File: config.mk
export PLATFORM = sky130hd
export DESIGN_NAME = mini_mcu_ctrl
export DESIGN_NICKNAME = d
export VERILOG_FILES = /design/src/mcu_pkg.sv /design/src/mini_mcu_ctrl.sv /design/src/domain_iso_reg.sv /design/src/irq_ctrl.sv /design/src/power_manager.sv /design/src/power_domain_ctrl.sv
export VERILOG_INCLUDE_DIRS = /design/src
export SDC_FILE = /design/constraint.sdc
export NUM_CORES = 1
export LEC_CHECK = 0
export ABC_AREA = 1
export BUFFER_PORTS_ARGS = -buffer_cell sky130_fd_sc_hd__buf_2
export CORE_MARGIN = 1.5
export CORE_UTILIZATION = 30
export DETAILED_ROUTE_END_ITERATION = 16
export PLACE_DENSITY = 0.62
export SETUP_SLACK_MARGIN = 0.3
export SYNTH_ARGS = -nofsm -noshare
export SYNTH_HDL_FRONTEND = slang
export SYNTH_SLANG_ARGS = --single-unit
File: constraint.sdc
create_clock -name clk_i -period 1.1 [get_ports clk_i]
set_input_delay 0.055 -clock clk_i [delete_from_list [all_inputs] [get_ports clk_i]]
set_output_delay 0.055 -clock clk_i [all_outputs]
set_load 0.01 [all_outputs]
File: src/mcu_settings.svh
// --------------------
// mcu control settings
// sizes and interrupt vector positions
// --------------------
`ifndef MCU_SETTINGS_SVH
`define MCU_SETTINGS_SVH

// switchable memory banks
`define NUM_BANKS 2

// peripheral domain pads 8 to 31
`define GPIO_W 24

// core interrupt vector
`define IRQ_W 32
`define FAST_IRQ_W 15

// standard machine interrupt bits
`define IRQ_MSIP_BIT 3
`define IRQ_MTIP_BIT 7
`define IRQ_MEIP_BIT 11

// fast lines start here
`define IRQ_FAST_BASE 16

`endif
File: src/mcu_pkg.sv
// --------------------
// mcu control types
// power control and peripheral boundary structs
// --------------------
`include "mcu_settings.svh"

package mcu_pkg;

  // per domain sequencer outputs, all active low
  typedef struct packed {
    logic pwrgate_en_n;
    logic isogate_en_n;
    logic rst_n;
    logic clkgate_en_n;
    // reserved, always 1
    logic rsvd_n;
  } pwr_ctrl_out_t;

  // peripheral gpio pads
  typedef struct packed {
    logic [`GPIO_W-1:0] out;
    logic [`GPIO_W-1:0] oe;
  } gpio_pad_t;

  // plic and msip from the peripheral domain
  typedef struct packed {
    logic plic;
    logic msip;
  } periph_irq_t;

  // fast sources, timer1 sits at bit 0
  typedef struct packed {
    logic [7:0] gpio_ao;
    logic       spi_flash;
    logic       spi;
    logic       dma_done;
    logic       timer3;
    logic       timer2;
    logic       timer1;
  } fast_src_t;

endpackage

File: src/mini_mcu_ctrl.sv
// --------------------
// mcu control top
// power, isolation and interrupt control
// --------------------
`timescale 1ns/10ps
`include "mcu_settings.svh"

module mini_mcu_ctrl (
  input  logic                                   clk_i,
  input  logic                                   reset_i,
  input  logic                                   ndmreset_i,
  input  logic                                   cpu_pd_en_i,
  input  logic                                   core_sleep_i,
  input  logic                                   periph_off_i,
  input  logic [`NUM_BANKS-1:0]                  bank_off_i,
  input  logic                                   cpu_ack_ni,
  input  logic                                   periph_ack_ni,
  input  logic [`NUM_BANKS-1:0]                  bank_ack_ni,
  output mcu_pkg::pwr_ctrl_out_t                 cpu_pwr_o,
  output mcu_pkg::pwr_ctrl_out_t                 periph_pwr_o,
  output mcu_pkg::pwr_ctrl_out_t [`NUM_BANKS-1:0] bank_pwr_o,
  input  mcu_pkg::fast_src_t                     fast_src_i,
  input  mcu_pkg::periph_irq_t                   periph_irq_i,
  input  logic                                   irq_timer0_i,
  input  logic                                   irq_ack_i,
  input  logic [4:0]                             irq_id_i,
  input  mcu_pkg::gpio_pad_t                     periph_gpio_i,
  output mcu_pkg::gpio_pad_t                     gpio_o,
  output logic [`IRQ_W-1:0]                      irq_o
);

  import mcu_pkg::*;

  periph_irq_t periph_irq_iso;
  logic        irq_pending;

  power_manager u_pwr (
    .clk_i,
    .reset_i,
    .ndmreset_i,
    .cpu_pd_en_i,
    .core_sleep_i,
    .irq_pending_i (irq_pending),
    .periph_off_i,
    .bank_off_i,
    .cpu_ack_ni,
    .periph_ack_ni,
    .bank_ack_ni,
    .cpu_pwr_o,
    .periph_pwr_o,
    .bank_pwr_o
  );

  // peripheral domain boundary
  domain_iso_reg #(.T(gpio_pad_t)) u_gpio_iso (
    .clk_i,
    .reset_i,
    .isolate_ni (periph_pwr_o.isogate_en_n),
    .data_i     (periph_gpio_i),
    .data_o     (gpio_o)
  );

  domain_iso_reg #(.T(periph_irq_t)) u_irq_iso (
    .clk_i,
    .reset_i,
    .isolate_ni (periph_pwr_o.isogate_en_n),
    .data_i     (periph_irq_i),
    .data_o     (periph_irq_iso)
  );

  irq_ctrl u_irq (
    .clk_i,
    .reset_i,
    .fast_src_i,
    .periph_irq_i  (periph_irq_iso),
    .irq_timer0_i,
    .irq_ack_i,
    .irq_id_i,
    .irq_o,
    .irq_pending_o (irq_pending)
  );

endmodule

File: src/domain_iso_reg.sv
// --------------------
// isolation register
// clamps a domain payload to zero while isolated
// --------------------
`timescale 1ns/10ps

module domain_iso_reg #(
  parameter type T = logic
) (
  input  logic clk_i,
  input  logic reset_i,
  input  logic isolate_ni,
  input  T     data_i,
  output T     data_o
);

  always_ff @(posedge clk_i) begin
    if (reset_i || !isolate_ni) begin
      data_o <= '0;
    end else begin
      data_o <= data_i;
    end
  end

endmodule

File: src/irq_ctrl.sv
// --------------------
// interrupt control
// fast pending latches and core vector assembly
// --------------------
`timescale 1ns/10ps
`include "mcu_settings.svh"

module irq_ctrl (
  input  logic                 clk_i,
  input  logic                 reset_i,
  input  mcu_pkg::fast_src_t   fast_src_i,
  input  mcu_pkg::periph_irq_t periph_irq_i,
  input  logic                 irq_timer0_i,
  input  logic                 irq_ack_i,
  input  logic [4:0]           irq_id_i,
  output logic [`IRQ_W-1:0]    irq_o,
  output logic                 irq_pending_o
);

  logic [`FAST_IRQ_W-1:0] fast_src;
  logic [`FAST_IRQ_W-1:0] fast_clr;
  logic [`FAST_IRQ_W-1:0] fast_pend_q;

  // top fast line has no source
  assign fast_src = {1'b0, fast_src_i};

  for (genvar i = 0; i < `FAST_IRQ_W; i++) begin : g_clr
    assign fast_clr[i] = irq_ack_i && (irq_id_i == 5'(`IRQ_FAST_BASE + i));
  end

  // a new source event wins over a same-cycle ack
  always_ff @(posedge clk_i) begin
    if (reset_i) begin
      fast_pend_q <= '0;
    end else begin
      fast_pend_q <= fast_src | (fast_pend_q & ~fast_clr);
    end
  end

  always_comb begin
    irq_o                                   = '0;
    irq_o[`IRQ_MSIP_BIT]                    = periph_irq_i.msip;
    irq_o[`IRQ_MTIP_BIT]                    = irq_timer0_i;
    irq_o[`IRQ_MEIP_BIT]                    = periph_irq_i.plic;
    irq_o[`IRQ_FAST_BASE +: `FAST_IRQ_W]    = fast_pend_q;
  end

  assign irq_pending_o = |irq_o;

endmodule

File: src/power_manager.sv
// --------------------
// power manager
// cpu, peripheral and bank sequencers with debug reset merge
// --------------------
`timescale 1ns/10ps
`include "mcu_settings.svh"

module power_manager (
  input  logic                                   clk_i,
  input  logic                                   reset_i,
  input  logic                                   ndmreset_i,
  input  logic                                   cpu_pd_en_i,
  input  logic                                   core_sleep_i,
  input  logic                                   irq_pending_i,
  input  logic                                   periph_off_i,
  input  logic [`NUM_BANKS-1:0]                  bank_off_i,
  input  logic                                   cpu_ack_ni,
  input  logic                                   periph_ack_ni,
  input  logic [`NUM_BANKS-1:0]                  bank_ack_ni,
  output mcu_pkg::pwr_ctrl_out_t                 cpu_pwr_o,
  output mcu_pkg::pwr_ctrl_out_t                 periph_pwr_o,
  output mcu_pkg::pwr_ctrl_out_t [`NUM_BANKS-1:0] bank_pwr_o
);

  import mcu_pkg::*;

  pwr_ctrl_out_t                  cpu_seq;
  pwr_ctrl_out_t                  periph_seq;
  pwr_ctrl_out_t [`NUM_BANKS-1:0] bank_seq;
  logic                           cpu_off_req;

  // debug non-debug reset pulls the domain reset low
  function automatic pwr_ctrl_out_t merge_ndm(input pwr_ctrl_out_t p, input logic ndm);
    pwr_ctrl_out_t m;
    m       = p;
    m.rst_n = p.rst_n & ~ndm;
    return m;
  endfunction

  // core asleep, power-down allowed, nothing pending
  assign cpu_off_req = cpu_pd_en_i & core_sleep_i & ~irq_pending_i;

  power_domain_ctrl u_cpu (
    .clk_i,
    .reset_i,
    .off_req_i      (cpu_off_req),
    .pwrgate_ack_ni (cpu_ack_ni),
    .pwr_o          (cpu_seq)
  );

  power_domain_ctrl u_periph (
    .clk_i,
    .reset_i,
    .off_req_i      (periph_off_i),
    .pwrgate_ack_ni (periph_ack_ni),
    .pwr_o          (periph_seq)
  );

  for (genvar b = 0; b < `NUM_BANKS; b++) begin : u_bank
    power_domain_ctrl u_dom (
      .clk_i,
      .reset_i,
      .off_req_i      (bank_off_i[b]),
      .pwrgate_ack_ni (bank_ack_ni[b]),
      .pwr_o          (bank_seq[b])
    );

    assign bank_pwr_o[b] = merge_ndm(bank_seq[b], ndmreset_i);
  end

  assign cpu_pwr_o    = merge_ndm(cpu_seq, ndmreset_i);
  assign periph_pwr_o = merge_ndm(periph_seq, ndmreset_i);

endmodule

File: src/power_domain_ctrl.sv
// --------------------
// power domain sequencer
// steps clock gate, isolation, reset and power switch
// --------------------
`timescale 1ns/10ps

module power_domain_ctrl (
  input  logic                  clk_i,
  input  logic                  reset_i,
  input  logic                  off_req_i,
  input  logic                  pwrgate_ack_ni,
  output mcu_pkg::pwr_ctrl_out_t pwr_o
);

  import mcu_pkg::*;

  typedef enum logic [3:0] {
    ON,
    CLK_OFF,
    ISO_ON,
    RST_ON,
    SW_OFF,
    OFF,
    SW_ON,
    RST_OFF,
    ISO_OFF
  } pd_state_e;

  localparam pwr_ctrl_out_t PWR_ALL_ON = '1;

  pd_state_e     state_q;
  pd_state_e     state_d;
  pwr_ctrl_out_t pwr_d;

  // requests only matter in ON and OFF
  always_comb begin
    state_d = state_q;
    case (state_q)
      ON:      if (off_req_i) state_d = CLK_OFF;
      CLK_OFF: state_d = ISO_ON;
      ISO_ON:  state_d = RST_ON;
      RST_ON:  state_d = SW_OFF;
      SW_OFF:  if (!pwrgate_ack_ni) state_d = OFF;
      OFF:     if (!off_req_i) state_d = SW_ON;
      SW_ON:   if (pwrgate_ack_ni) state_d = RST_OFF;
      RST_OFF: state_d = ISO_OFF;
      ISO_OFF: state_d = ON;
      default: state_d = ON;
    endcase
  end

  // output levels for each state
  always_comb begin
    pwr_d              = PWR_ALL_ON;
    pwr_d.clkgate_en_n = (state_q == ON);
    pwr_d.isogate_en_n = state_q inside {ON, CLK_OFF, ISO_OFF};
    pwr_d.rst_n        = state_q inside {ON, CLK_OFF, ISO_ON, RST_OFF, ISO_OFF};
    pwr_d.pwrgate_en_n = !(state_q inside {SW_OFF, OFF});
  end

  always_ff @(posedge clk_i) begin
    if (reset_i) begin
      state_q <= ON;
      pwr_o   <= PWR_ALL_ON;
    end else begin
      state_q <= state_d;
      // one cycle behind the state
      pwr_o   <= pwr_d;
    end
  end

endmodule

==> metrics.log, run 1 <==
[metrics] per-cell via count in the routed design: 4.38
[metrics] Post-synth ARST share: 0%
[metrics] Cell Pwr Density: 1490 nW/um2
[metrics] clock transition at the register clock pins on the worst setup and hold paths after CTS: 70 ps
[metrics] crit path max fanout: 3
[metrics] number of antenna repair diodes: 0
[metrics] hold slack: 1.61 ps
[metrics] failing checks: negative setup slack
[metrics] hold violation total from the final report: 0
[metrics] DR top layer: met4
[metrics] Root Driver: clkbuf_16
[metrics] Crit path arrival time: approximately 1400 ps
[metrics] Post-Route M1 WL: 4.89 mm
[metrics] largest family of logic cells by synthesized area: simple AND/OR/NAND/NOR gates
[metrics] area fraction in compound gates after synthesis: under 10%
[metrics] final worst-path setup slack: -85.8 ps
[metrics] number of iterations in the first detailed-routing pass: 4
[metrics] XOR/XNOR Fraction of Synth Area: 0.475%
[metrics] count of pins over their slew limit: 0
[metrics] number of buffers between clock root and the deepest sink: 2
[metrics] main flop type after synthesis: dfxtp_1
[metrics] static leakage: 3.45 nW
[metrics] number of fill cells: 988
[metrics] sequential-to-total area share from yosys stat: 52.6%
[metrics] number of violations of the max-capacitance limit: 0
[metrics] Synth top area share: 52.6%
[metrics] result of the run: finished with violations
[metrics] Die Area: 13000 um2
[metrics] most area-hungry cell type in the Yosys netlist: dfxtp_1
[metrics] initial antenna violation count: 0
[metrics] HPWL after detailed placement: 6.67 mm
[metrics] standard-cell row count: 40
[metrics] Yosys reg bits: 97
[metrics] global placement routability congestion: about 0.86
[metrics] clock period minus worst slack: ~1200 ps
[metrics] die width: 114 um
[metrics] IO Port Bufs: 164
[metrics] Total Wirelength: ~13 mm
[metrics] critical path endpoint category: flip-flop
[metrics] post-synthesis instance total: 477
[metrics] highest clock frequency the design can meet: between 0.8 and 0.9 GHz
[metrics] total met2 wirelength after detailed routing: 7.06 mm
[metrics] effective utilization at floorplan: 30.7%
[metrics] worst stage delay on the critical path: 340 ps
[metrics] via count of the first global-routing pass: just under 4000
[metrics] count of routing violations after the opening detailed-route iteration: 108
[metrics] antenna-violating nets left: 0
[metrics] Synth-to-Final Area Change: 93.0%
[metrics] number of nets in the final layout: 834
[metrics] placeable core region: roughly 12000 um2
[metrics] CP Launch Type: flip-flop
[metrics] depth of the worst register-to-register path: 7
[metrics] post-DR wirelength/cell: around 14 um
[metrics] data required time of the critical path: approximately 1300 ps
[metrics] share of cell area taken by muxes after synthesis: 0%
[metrics] count of cell types in the netlist: 31
[metrics] global-route wire length before repair: 18.2 mm
[metrics] number of top-level pins: approximately 180
[metrics] slowest stage cell, crit path: dfxtp_2
[metrics] setup repair after global routing missed its margin: yes
[metrics] DR vias: 3954
[metrics] period utilisation layout: 108%
[metrics] CTS H-Tree Depth: 3
[metrics] Post-synth EDFFs: 0
[metrics] adder and majority gate portion of the synthesized area: 0%
[metrics] largest vdd supply drop: 0.833 mV
[metrics] crit-path cells: inv_2, nand2_4, nor2_4, nand3_2, nor2b_4, a31oi_2, nor2_1
[metrics] hold path depth: 3
[metrics] share of cells above drive strength 1: 54.2%
[metrics] height of the chip: 114 um
[metrics] sum of met3 wire segment lengths after detailed routing: 608 um
[metrics] total congestion overflow after global routing: 0
[metrics] overall fraction of global-route tracks in use: 17.9%
[metrics] startpoint-to-endpoint class of the critical path: flip-flop to flip-flop
[metrics] pin count of the biggest net entering global routing: 17
[metrics] final clock skew: 8.33 ps
[metrics] aggregate negative setup slack: -333 ps
[metrics] path category of the worst min-delay check: input pin to flip-flop
[metrics] CTS Hold Buffers Added: 64
[metrics] number of warnings reported in the yosys synthesis log: 0
[metrics] DRC violation count after routing: 0
[metrics] biggest area contributors in the synthesized netlist: dfxtp_1 (53%), nor2_1 (10%), inv_1 (8.9%)
[metrics] fraction of the mapped netlist area in simple logic gates: between 20% and 30%
[metrics] number of buffers inserted during clock tree synthesis: 9
[metrics] post-synthesis instance area: 3690 um2
[metrics] TritonCTS clock tree: done
[metrics] number of setup violations in the final report: 9
[metrics] total clock sinks: 97
[metrics] Avg Cell Area, Syn: 7.73 um2
[metrics] source-to-sink clock delay at the later pin of the worst-skew pair: 350 ps
==> final timing paths <==
| check | slack (ps) | endpoint | startpoint |
|---|---|---|---|
| worst max register to register | -90 | u_pwr.u_bank[0].u_dom.state_q[1] | u_pwr.u_bank[0].u_dom.state_q[3] |
| worst min-delay path | 2 | u_pwr.u_periph.state_q[0] | periph_off_i |
| worst min register to register | 480 | u_pwr.u_cpu.pwr_o[4] | u_pwr.u_cpu.state_q[2] |
| worst max-delay path | -90 | u_pwr.u_bank[0].u_dom.state_q[1] | u_pwr.u_bank[0].u_dom.state_q[3] |
==> layer usage <==
layer,global-route usage (%),vias up
met5,0,-
met4,8.25,0
met3,4.41,21
met2,33.1,124
met1,19.2,1864
li1,-,1945
==> metrics by stage <==
stage                     power (mW)  utilization (%)  cells  area [um2]  setup WS [ps]
final                           10.6             59.3    902        7120          -85.8
after global routing            11.1             59.3    902        7120           -175
after CTS                       9.95             53.7    885        6450          -20.6
after detailed placement        5.98             39.1    783        4690          -33.2
after global placement          5.94             39.1    783        4690          -13.5
after floorplan                 5.39                -    493        3800           7.43
==> Yosys cell counts (2+ instances only) <==
library cell	number
a21oi_1	20
a21oi_2	2
a31oi_1	3
buf_1	2
buf_2	7
buf_4	31
conb_1	2
dfxtp_1	97
inv_1	87
inv_2	7
nand2_1	48
nand2_2	2
nand3_1	15
nand4_1	3
nor2_1	103
nor2_2	3
nor3_1	6
o211ai_1	5
o21ai_0	17
o21ai_1	3
o31ai_1	2
or2_1	2
xor2_1	2
==> registers in the layout, summed over array words and instances, names as in the netlist <==
name / cells
u_pwr.u_periph.state_q: 4
u_irq_iso.data_o: 2
u_gpio_iso.data_o: 48
u_pwr.u_bank.u_dom.pwr_o: 8
u_pwr.u_cpu.state_q: 4
u_pwr.u_cpu.pwr_o: 4
u_pwr.u_bank.u_dom.state_q: 8
u_pwr.u_periph.pwr_o: 4
u_irq.fast_pend_q: 15
==> placed cells by master, fill, tap and decap left out, types with 3 or more instances in the layout <==
cell type	Yosys	final
nor2_1	103	43
nand3_2	1	6
inv_1	87	78
nor2_2	3	10
o21ai_0	17	15
dfxtp_2	0	48
nand4_1	3	3
inv_4	0	3
nand2_2	2	5
dfxtp_4	0	10
o21ai_1	3	3
buf_6	0	68
a21oi_2	2	4
buf_4	31	19
dlygate4sd3_1	0	64
buf_16	0	6
inv_2	7	13
nand2_4	0	3
dfxtp_1	97	39
a21oi_1	20	17
buf_12	0	6
nand3_1	15	10
nor3_2	0	4
conb_1	2	18
o211ai_1	5	5
nand2_1	48	40
buf_2	7	123
nor2_4	1	54
clkbuf_16	0	11
==> final cells by class <==
cell class                 count  area (um2)  share of cell area, %
multi-input combinational    262        1770                   24.9
clock buffer                  10         250                   3.52
clock inverter                 5        38.8                  0.545
tap                          147         184                   2.58
inverter                      94         360                   5.06
sequential                    97        2040                   28.7
timing repair buffer         287        2470                   34.8
==> where the power goes <==
| part | internal [mW] | leakage [nW] | total [mW] | switching [mW] |
|---|---|---|---|---|
| combinational | 1.70 | 2.50 | 3.28 | 1.58 |
| sequential | 3.95 | 0.819 | 4.26 | 0.315 |
| clock | 1.67 | 0.140 | 3.07 | 1.40 |
==> critical path, delay by kind of cell, from the launching register on <==
kind / cells / cell delay (ps)
buffers and inverters: 1 / 80
AOI/OAI and AO/OA: 1 / 160
and+or+nand+nor: 5 / 490
DFF: 1 / 340
==> timing repair <==
action / 4_1_cts / 5_1_grt
resized for setup: 143 / 131
pin swaps: 25 / 27
setup endpoints to repair: 154 / 157
hold endpoints to repair: 65 / 1
gates cloned: 6 / 1
buffers inserted: 17 / 16
==> cells by family after synthesis <==
kind of cell              count (synthesis)
and+or+nand+nor                         188
buffers and inverters                   134
DFF                                      97
AOI/OAI and AO/OA                        54
xor gates and xnor gates                  2
other                                     2
No activity file was read; power rests on OpenSTA's default activity.
==> inputs of run 2 (changes only) <==
==> constraint.sdc (replaced) <==
create_clock -name clk_i -period 1.1 [get_ports clk_i]
set_input_delay 0.165 -clock clk_i [delete_from_list [all_inputs] [get_ports clk_i]]
set_output_delay 0.165 -clock clk_i [all_outputs]
set_load 0.01 [all_outputs]
==> metrics.log, run 2 (synthesized netlist as in run 1, its figures left out) <==
[metrics] startpoint of the tightest hold check path: periph_irq_i[1] (was periph_off_i)
[metrics] overall fraction of global-route tracks in use: 16.5% (was 17.9%)
[metrics] leading cell types in the layout, fill and taps excluded: buf_2 (121), inv_1 (79), buf_6 (77) (was buf_2 (123), inv_1 (78), buf_6 (68))
[metrics] Top Registers: u_gpio_iso.data_o (48), u_irq.fast_pend_q (15) (unchanged)
[metrics] hold path depth: 3 (unchanged)
[metrics] total congestion overflow after global routing: 0 (unchanged)
[metrics] library cell appearing most often on the critical path: buf_6
[metrics] antenna-violating nets left: 0 (unchanged)
[metrics] Cell Pwr Density: 1550 nW/um2 (was 1490 nW/um2)
[metrics] number of nets in the final layout: 780 (was 834)
[metrics] Die Area: 13000 um2 (unchanged)
[metrics] standard-cell row count: 40 (unchanged)
[metrics] count of pins over their slew limit: 0 (unchanged)
[metrics] Synth-to-Final Area Change: 76.8% (was 93.0%)
[metrics] startpoint-to-endpoint class of the critical path: flip-flop to output pin (was flip-flop to flip-flop)
[metrics] critical path endpoint category: output pin (was flip-flop)
[metrics] reg-to-reg critical path endpoint: u_pwr.u_bank[0].u_dom.state_q[1] (unchanged)
[metrics] number of iterations in the first detailed-routing pass: 4 (unchanged)
[metrics] Total Wirelength: 11.2 mm (was 12.9 mm)
[metrics] Crit path arrival time: 1000 ps (was 1420 ps)
[metrics] DRC violation count after routing: 0 (unchanged)
[metrics] Hold Crit Endpoint: u_irq_iso.data_o[1] (was u_pwr.u_periph.state_q[0])
[metrics] minimum setup slack among reg-to-reg paths: -60 ps (was -90 ps)
[metrics] hold violation total from the final report: 0 (unchanged)
[metrics] Root Driver: clkbuf_16 (unchanged)
[metrics] largest vdd supply drop: 0.690 mV (was 0.833 mV)
[metrics] die width: 114 um (unchanged)
[metrics] via count of the first global-routing pass: 3681 (was 3936)
[metrics] global-route wire length before repair: 16.9 mm (was 18.2 mm)
[metrics] per-cell via count in the routed design: 4.35 (was 4.38)
[metrics] most frequent standard cell in the layout excluding fill and tap cells: buf_2 (unchanged)
[metrics] source-to-sink clock delay at the later pin of the worst-skew pair: 340 ps (was 350 ps)
[metrics] initial antenna violation count: 0 (unchanged)
[metrics] max reg flops: 48 (unchanged)
[metrics] failing checks: negative setup slack (unchanged)
[metrics] slowest stage cell, crit path: dfxtp_2 (unchanged)
[metrics] number of setup violations in the final report: 9 (unchanged)
[metrics] crit-path cells: buf_6, buf_6, buf_6 (was inv_2, nand2_4, nor2_4, nand3_2, nor2b_4, a31oi_2, nor2_1)
[metrics] global placement routability congestion: 0.829 (was 0.855)
[metrics] pin count of the biggest net entering global routing: 17 (unchanged)
[metrics] DR vias: 3691 (was 3954)
[metrics] number of violations of the max-capacitance limit: 0 (unchanged)
[metrics] HPWL after detailed placement: 6.95 mm (was 6.67 mm)
[metrics] highest clock frequency the design can meet: 0.860 GHz (was 0.843 GHz)
[metrics] period utilisation layout: 106% (was 108%)
[metrics] number of buffers between clock root and the deepest sink: 2 (unchanged)
[metrics] setup repair after global routing missed its margin: yes (unchanged)
[metrics] depth of the worst register-to-register path: 7 (unchanged)
[metrics] effective utilization at floorplan: 30.7% (unchanged)
[metrics] summed area of non-filler cells in the final layout: 6520 um2 (was 7120 um2)
[metrics] result of the run: finished with violations (unchanged)
[metrics] clock transition at the register clock pins on the worst setup and hold paths after CTS: 60 ps (was 70 ps)
[metrics] post-DR wirelength/cell: 13.2 um (was 14.2 um)
[metrics] RR Startpoint: u_pwr.u_bank[0].u_dom.state_q[3] (unchanged)
[metrics] top register by number of flip-flops: u_gpio_iso.data_o (unchanged)
[metrics] data required time of the critical path: 940 ps (was 1330 ps)
[metrics] IO Port Bufs: 164 (unchanged)
[metrics] worst stage delay on the critical path: 340 ps (about the same)
[metrics] final worst-path setup slack: -63.3 ps (was -85.8 ps)
[metrics] CP Launch Type: flip-flop (unchanged)
[metrics] worst setup slack before clock tree synthesis: -50.8 ps (was -33.2 ps)
[metrics] path category of the worst min-delay check: input pin to flip-flop (unchanged)
[metrics] TritonCTS clock tree: done (unchanged)
[metrics] crit path max fanout: 2 (was 3)
[metrics] total clock sinks: 97 (unchanged)
[metrics] height of the chip: 114 um (unchanged)
[metrics] share of cells above drive strength 1: 59.3% (was 54.2%)
[metrics] clock period minus worst slack: 1160 ps (was 1190 ps)
[metrics] area post-placement: 4720 um2 (was 4690 um2)
[metrics] count of routing violations after the opening detailed-route iteration: 93 (was 108)
[metrics] static leakage: 3.19 nW (was 3.45 nW)
[metrics] placeable core region: 12000 um2 (unchanged)
[metrics] CTS H-Tree Depth: 3 (unchanged)
[metrics] final clock skew: 6.74 ps (was 8.33 ps)
[metrics] number of antenna repair diodes: 0 (unchanged)
[metrics] number of buffers inserted during clock tree synthesis: 9 (unchanged)
[metrics] number of top-level pins: 183 (unchanged)
==> run 2: worst max-delay path by stage <==
stage,startpoint,to,slack (ps),depth (start not counted)
4_1_cts,u_irq.fast_pend_q[12],u_pwr.u_cpu.state_q[0],-40,7
3_5_place_dp,u_irq.fast_pend_q[8],u_pwr.u_cpu.state_q[0],-50,8
6_report,u_irq.fast_pend_q[6],irq_o[22],-60,3
3_3_place_gp,u_irq.fast_pend_q[12],u_pwr.u_cpu.state_q[0],-20,7
2_1_floorplan,u_irq.fast_pend_q[11],u_pwr.u_cpu.state_q[0],7,7
5_1_grt,u_pwr.u_bank[0].u_dom.state_q[3],u_pwr.u_bank[0].u_dom.state_q[1],-160,7
==> run 2: per-stage QoR <==
stage,utilization [%],hold slack [ps],std cells,setup TNS (ps),power (mW)
floorplan,-,277,493,0,5.41
global placement,39.3,377,787,-25.8,5.93
detailed placement,39.3,384,787,-121,5.98
CTS,48.6,13.7,827,-76.0,9.61
global route,54.3,19.9,849,-1200,10.6
finish,54.3,28.0,849,-233,10.1
==> run 2: critical path, delay by kind of cell (launching register included) <==
kind	cells	cell delay [ps]
buffers and inverters	3	330
DFF	1	340
==> run 2: area by class of cell <==
| type | instances | area [um2] |
|---|---|---|
| multi-input cells | 262 | 1760 |
| clock inverters | 6 | 42.5 |
| repair buffers | 233 | 1910 |
| inverters | 94 | 360 |
| flip-flops and latches | 97 | 2040 |
| clock buffers | 10 | 229 |
| well taps | 147 | 184 |
| fillers | 1093 | 5490 |
==> run 2: power by group <==
part           internal [mW]  switching, mW
clock network           1.54           1.34
registers               3.94          0.301
logic                   1.48           1.48
==> run 2: repair_timing <==
action,in CTS,in global routing
gates cloned,5,2
pin swaps,37,42
resized for setup,150,128
buffers inserted,19,20
endpoints found under the hold margin,0,0
endpoints found under the setup margin,155,159
hold buffers,0,0
==> run 2: routing by layer <==
metal	routed length (um)	global-route usage [%]	vias up
met2	5790	29.2	117
met5	0	0	-
met4	208	6.75	0
met3	608	4.20	19
li1	-	-	1843
met1	4600	19.1	1712
==> inputs of run 3 (changes only) <==
--- a/config.mk
+++ b/config.mk
@@ -8,11 +8,15 @@
 export LEC_CHECK = 0
 export ABC_AREA = 1
 export BUFFER_PORTS_ARGS = -buffer_cell sky130_fd_sc_hd__buf_2
+export CAP_MARGIN = 10
+export CELL_PAD_IN_SITES_DETAIL_PLACEMENT = 1
+export CELL_PAD_IN_SITES_GLOBAL_PLACEMENT = 1
 export CORE_MARGIN = 1.5
 export CORE_UTILIZATION = 30
 export DETAILED_ROUTE_END_ITERATION = 16
-export PLACE_DENSITY = 0.62
+export PLACE_DENSITY = 0.8
 export SETUP_SLACK_MARGIN = 0.3
 export SYNTH_ARGS = -nofsm -noshare
 export SYNTH_HDL_FRONTEND = slang
+export SYNTH_HIERARCHICAL = 1
 export SYNTH_SLANG_ARGS = --single-unit
==> metrics.log, run 3 <==
[metrics] static leakage: 3.59 nW (was 3.19 nW)
[metrics] post-DR wirelength/cell: 14.9 um (was 13.2 um)
[metrics] total power draw: 12.5 mW (was 10.1 mW)
[metrics] Root Driver: clkbuf_16 (unchanged)
[metrics] Total Wirelength: 13.9 mm (was 11.2 mm)
[metrics] global placement routability congestion: 0.822 (was 0.829)
[metrics] highest clock frequency the design can meet: 0.661 GHz (was 0.860 GHz)
[metrics] CP Launch Type: flip-flop (unchanged)
[metrics] antenna-violating nets left: 0 (unchanged)
[metrics] total clock sinks: 97 (unchanged)
[metrics] TritonCTS clock tree: done (unchanged)
[metrics] data required time of the critical path: 1340 ps (was 940 ps)
[metrics] sum of met3 wire segment lengths after detailed routing: 419 um (was 608 um)
[metrics] biggest area contributors in the synthesized netlist: dfxtp_1 (47%), inv_1 (10%), nor2_1 (7.4%) (was dfxtp_1 (53%), nor2_1 (10%), inv_1 (8.9%))
[metrics] Post-Route M1 WL: 5.20 mm (was 4.60 mm)
[metrics] placeable core region: 13300 um2 (was 12000 um2)
[metrics] critical path endpoint category: flip-flop (was output pin)
[metrics] area post-placement: 5370 um2 (was 4720 um2)
[metrics] depth of the worst register-to-register path: 12 (was 7)
[metrics] Die Area: 14500 um2 (was 13000 um2)
[metrics] number of nets in the final layout: 830 (was 780)
[metrics] DRC violation count after routing: 0 (unchanged)
[metrics] total congestion overflow after global routing: 0 (unchanged)
[metrics] count of routing violations after the opening detailed-route iteration: 102 (was 93)
[metrics] Avg Cell Area, Syn: 7.86 um2 (was 7.73 um2)
[metrics] Hold Crit Endpoint: u_gpio_iso/data_o[7] (was u_irq_iso.data_o[1])
[metrics] initial antenna violation count: 1 (was 0)
[metrics] die width: 120 um (was 114 um)
[metrics] share of cell area taken by muxes after synthesis: 0% (unchanged)
[metrics] number of top-level pins: 183 (unchanged)
[metrics] Top Registers: u_gpio_iso/data_o (48), u_irq/fast_pend_q (15) (was u_gpio_iso.data_o (48), u_irq.fast_pend_q (15))
[metrics] DR vias: 3987 (was 3691)
[metrics] max reg flops: 48 (unchanged)
[metrics] Synth-to-Final Area Change: 73.2% (was 76.8%)
[metrics] Crit path arrival time: 1760 ps (was 1000 ps)
[metrics] leading cell types in the layout, fill and taps excluded: buf_2 (119), inv_1 (92), buf_6 (77) (was buf_2 (121), inv_1 (79), buf_6 (77))
[metrics] setup repair after global routing missed its margin: yes (unchanged)
[metrics] failing checks: negative setup slack (unchanged)
[metrics] largest family of logic cells by synthesized area: simple AND/OR/NAND/NOR gates (unchanged)
[metrics] Post-synth EDFFs: 0 (unchanged)
[metrics] Yosys reg bits: 97 (unchanged)
[metrics] main flop type after synthesis: dfxtp_1 (unchanged)
[metrics] largest vdd supply drop: 0.749 mV (was 0.690 mV)
[metrics] top register by number of flip-flops: u_gpio_iso/data_o (was u_gpio_iso.data_o)
[metrics] reg-to-reg critical path endpoint: u_pwr/u_cpu/state_q[1] (was u_pwr.u_bank[0].u_dom.state_q[1])
[metrics] number of violations of the max-capacitance limit: 0 (unchanged)
[metrics] per-cell via count in the routed design: 4.29 (was 4.35)
[metrics] hold violation total from the final report: 0 (unchanged)
[metrics] Cell Pwr Density: 1740 nW/um2 (was 1550 nW/um2)
[metrics] Synth top area share: 46.9% (was 52.6%)
[metrics] aggregate negative setup slack: -984 ps (was -233 ps)
[metrics] most frequent standard cell in the layout excluding fill and tap cells: buf_2 (unchanged)
[metrics] share of cells above drive strength 1: 64.0% (was 59.3%)
[metrics] period utilisation layout: 138% (was 106%)
[metrics] number of setup violations in the final report: 4 (was 9)
[metrics] most common cell in the synthesized netlist: inv_1 (was nor2_1)
[metrics] number of buffers inserted during clock tree synthesis: 9 (unchanged)
[metrics] CTS H-Tree Depth: 3 (unchanged)
[metrics] Post-synth ARST share: 0% (unchanged)
[metrics] final worst-path setup slack: -413 ps (was -63.3 ps)
[metrics] number of buffers between clock root and the deepest sink: 2 (unchanged)
[metrics] Post-Place Cells: 879 (was 787)
[metrics] sequential-to-total area share from yosys stat: 46.9% (was 52.6%)
[metrics] Synth top cells by count: inv_1 (115), dfxtp_1 (97), nor2_1 (82), nand2_1 (63), nand3_1 (34) (was nor2_1 (103), dfxtp_1 (97), inv_1 (87), nand2_1 (48), buf_4 (31))
[metrics] worst stage delay on the critical path: 320 ps (was 340 ps)
[metrics] count of cell types in the netlist: 24 (was 31)
[metrics] RR Startpoint: u_irq/fast_pend_q[5] (was u_pwr.u_bank[0].u_dom.state_q[3])
[metrics] crit-path cells: nor2_1, nand4_1, nor2_1, nand2_1, nor2_2, nand2_1, inv_1, nand3_2, nand2_2, nor2_4, nor2_2, nor2_1 (was buf_6, buf_6, buf_6)
[metrics] number of warnings reported in the yosys synthesis log: 6 (was 0)
[metrics] area fraction in compound gates after synthesis: 5.59% (was 8.24%)
[metrics] number of iterations in the first detailed-routing pass: 4 (unchanged)
[metrics] clock period minus worst slack: 1510 ps (was 1160 ps)
[metrics] summed area of non-filler cells in the final layout: 7170 um2 (was 6520 um2)
[metrics] startpoint of the tightest hold check path: periph_gpio_i[7] (was periph_irq_i[1])
[metrics] total met2 wirelength after detailed routing: 7.85 mm (was 5.79 mm)
[metrics] DR top layer: met4 (unchanged)
[metrics] final non-filler cell total: 929 (was 849)
[metrics] source-to-sink clock delay at the later pin of the worst-skew pair: 350 ps (was 340 ps)
[metrics] clock transition at the register clock pins on the worst setup and hold paths after CTS: 70 ps (was 60 ps)
[metrics] via count of the first global-routing pass: 4108 (was 3681)
[metrics] IO Port Bufs: 164 (unchanged)
[metrics] fraction of the mapped netlist area in simple logic gates: 28.5% (was 21.4%)
[metrics] XOR/XNOR Fraction of Synth Area: 0.846% (was 0.475%)
[metrics] post-synthesis instance total: 527 (was 477)
[metrics] HPWL after detailed placement: 8.96 mm (was 6.95 mm)
[metrics] height of the chip: 120 um (was 114 um)
[metrics] Final Core Density: 53.7% (was 54.3%)
[metrics] hold path depth: 3 (unchanged)
[metrics] post-synthesis instance area: 4140 um2 (was 3690 um2)
[metrics] adder and majority gate portion of the synthesized area: 0% (unchanged)
[metrics] final clock skew: 7.22 ps (was 6.74 ps)
[metrics] path category of the worst min-delay check: input pin to flip-flop (unchanged)
[metrics] standard-cell row count: 42 (was 40)
[metrics] startpoint-to-endpoint class of the critical path: flip-flop to flip-flop (was flip-flop to output pin)
[metrics] result of the run: finished with violations (unchanged)
[metrics] crit path max fanout: 2 (unchanged)
[metrics] overall fraction of global-route tracks in use: 17.8% (was 16.5%)
[metrics] slowest stage cell, crit path: dfxtp_2 (unchanged)
[metrics] library cell appearing most often on the critical path: nor2_1 (was buf_6)
[metrics] Setup crit start: u_irq/fast_pend_q[5] (was u_irq.fast_pend_q[6])
[metrics] pin count of the biggest net entering global routing: 18 (was 17)
[metrics] global-route wire length before repair: 20.0 mm (was 16.9 mm)
[metrics] effective utilization at floorplan: 31.0% (was 30.7%)
[metrics] minimum setup slack among reg-to-reg paths: -410 ps (was -60 ps)
[metrics] most area-hungry cell type in the Yosys netlist: dfxtp_1 (unchanged)
[metrics] count of pins over their slew limit: 0 (unchanged)
==> run 3: cell types whose count changed in the layout (fill, tap and decap cells not counted), sizes merged, moves of 8 or more <==
cell and change:
inv +29, nand3 +23, a21oi -8, o21ai -12
nand2 +19, nor2 +13
==> run 3: cells by family (layout without fill, tap and decap cells) <==
family / Yosys count / after routing
other: 5 / 19
xor gates and xnor gates: 4 / 4
DFF: 97 / 97
buffers and inverters: 153 / 364
AOI/OAI and AO/OA: 34 / 34
and+or+nand+nor: 234 / 235
==> run 3: worst max path at each step <==
| stage | to | slack (ps) |
|---|---|---|
| floorplan | u_pwr/u_cpu/state_q[1] | -170 |
| global placement | u_pwr/u_cpu/state_q[1] | -300 |
| detailed placement | u_pwr/u_cpu/state_q[1] | -390 |
| CTS | u_pwr/u_cpu/state_q[0] | -350 |
| global route | u_pwr/u_cpu/state_q[1] | -580 |
| finish | u_pwr/u_cpu/state_q[1] | -410 |
==> run 3: power breakdown <==
group	total (mW)	switching (mW)	internal, mW
combinational	4.78	2.47	2.32
clock	3.26	1.47	1.79
sequential	4.43	0.361	4.07
total	12.5	4.29	8.18
==> run 3: cell type report <==
| cell class | instances | area, um2 |
|---|---|---|
| Clock inverter | 6 | 72.6 |
| Tap cell | 176 | 220 |
| Inverter | 121 | 504 |
| Timing Repair Buffer | 227 | 1940 |
| Multi-Input combinational cell | 291 | 2160 |
| Clock buffer | 10 | 229 |
| Sequential cell | 97 | 2050 |
| Antenna cell | 1 | 2.50 |
| Fill cell | 1545 | 6180 |
==> run 3: metrics by stage <==
stage               worst slack [ps]  hold WS (ps)
floorplan                       -173           227
global placement                -297           377
detailed placement              -390           386
CTS                             -351          1.25
global route                    -578          17.2
finish                          -413          26.1
==> run 3: repair_timing <==
item / 4_1_cts / 5_1_grt
cloned: 3 / 2
hold buffers: 1 / 0
hold endpoints to repair: 1 / 0
buffers inserted: 11 / 16
resized for setup: 181 / 144
pin swaps: 33 / 55
endpoints found under the setup margin: 154 / 162
==> run 3: per-layer routing <==
| layer | GRT usage (%) | up-vias |
|---|---|---|
| li1 | - | 1976 |
| met2 | 33.6 | 97 |
| met1 | 19.1 | 1888 |
| met4 | 8.46 | 0 |
| met3 | 3.21 | 26 |
| met5 | 0 | - |
==> run 3: critical path, delay by kind of cell (launching register included) <==
| kind | cells | cell delay (ps) |
|---|---|---|
| flops | 1 | 320 |
| simple gates | 11 | 1020 |
| buf+inv | 1 | 70 |
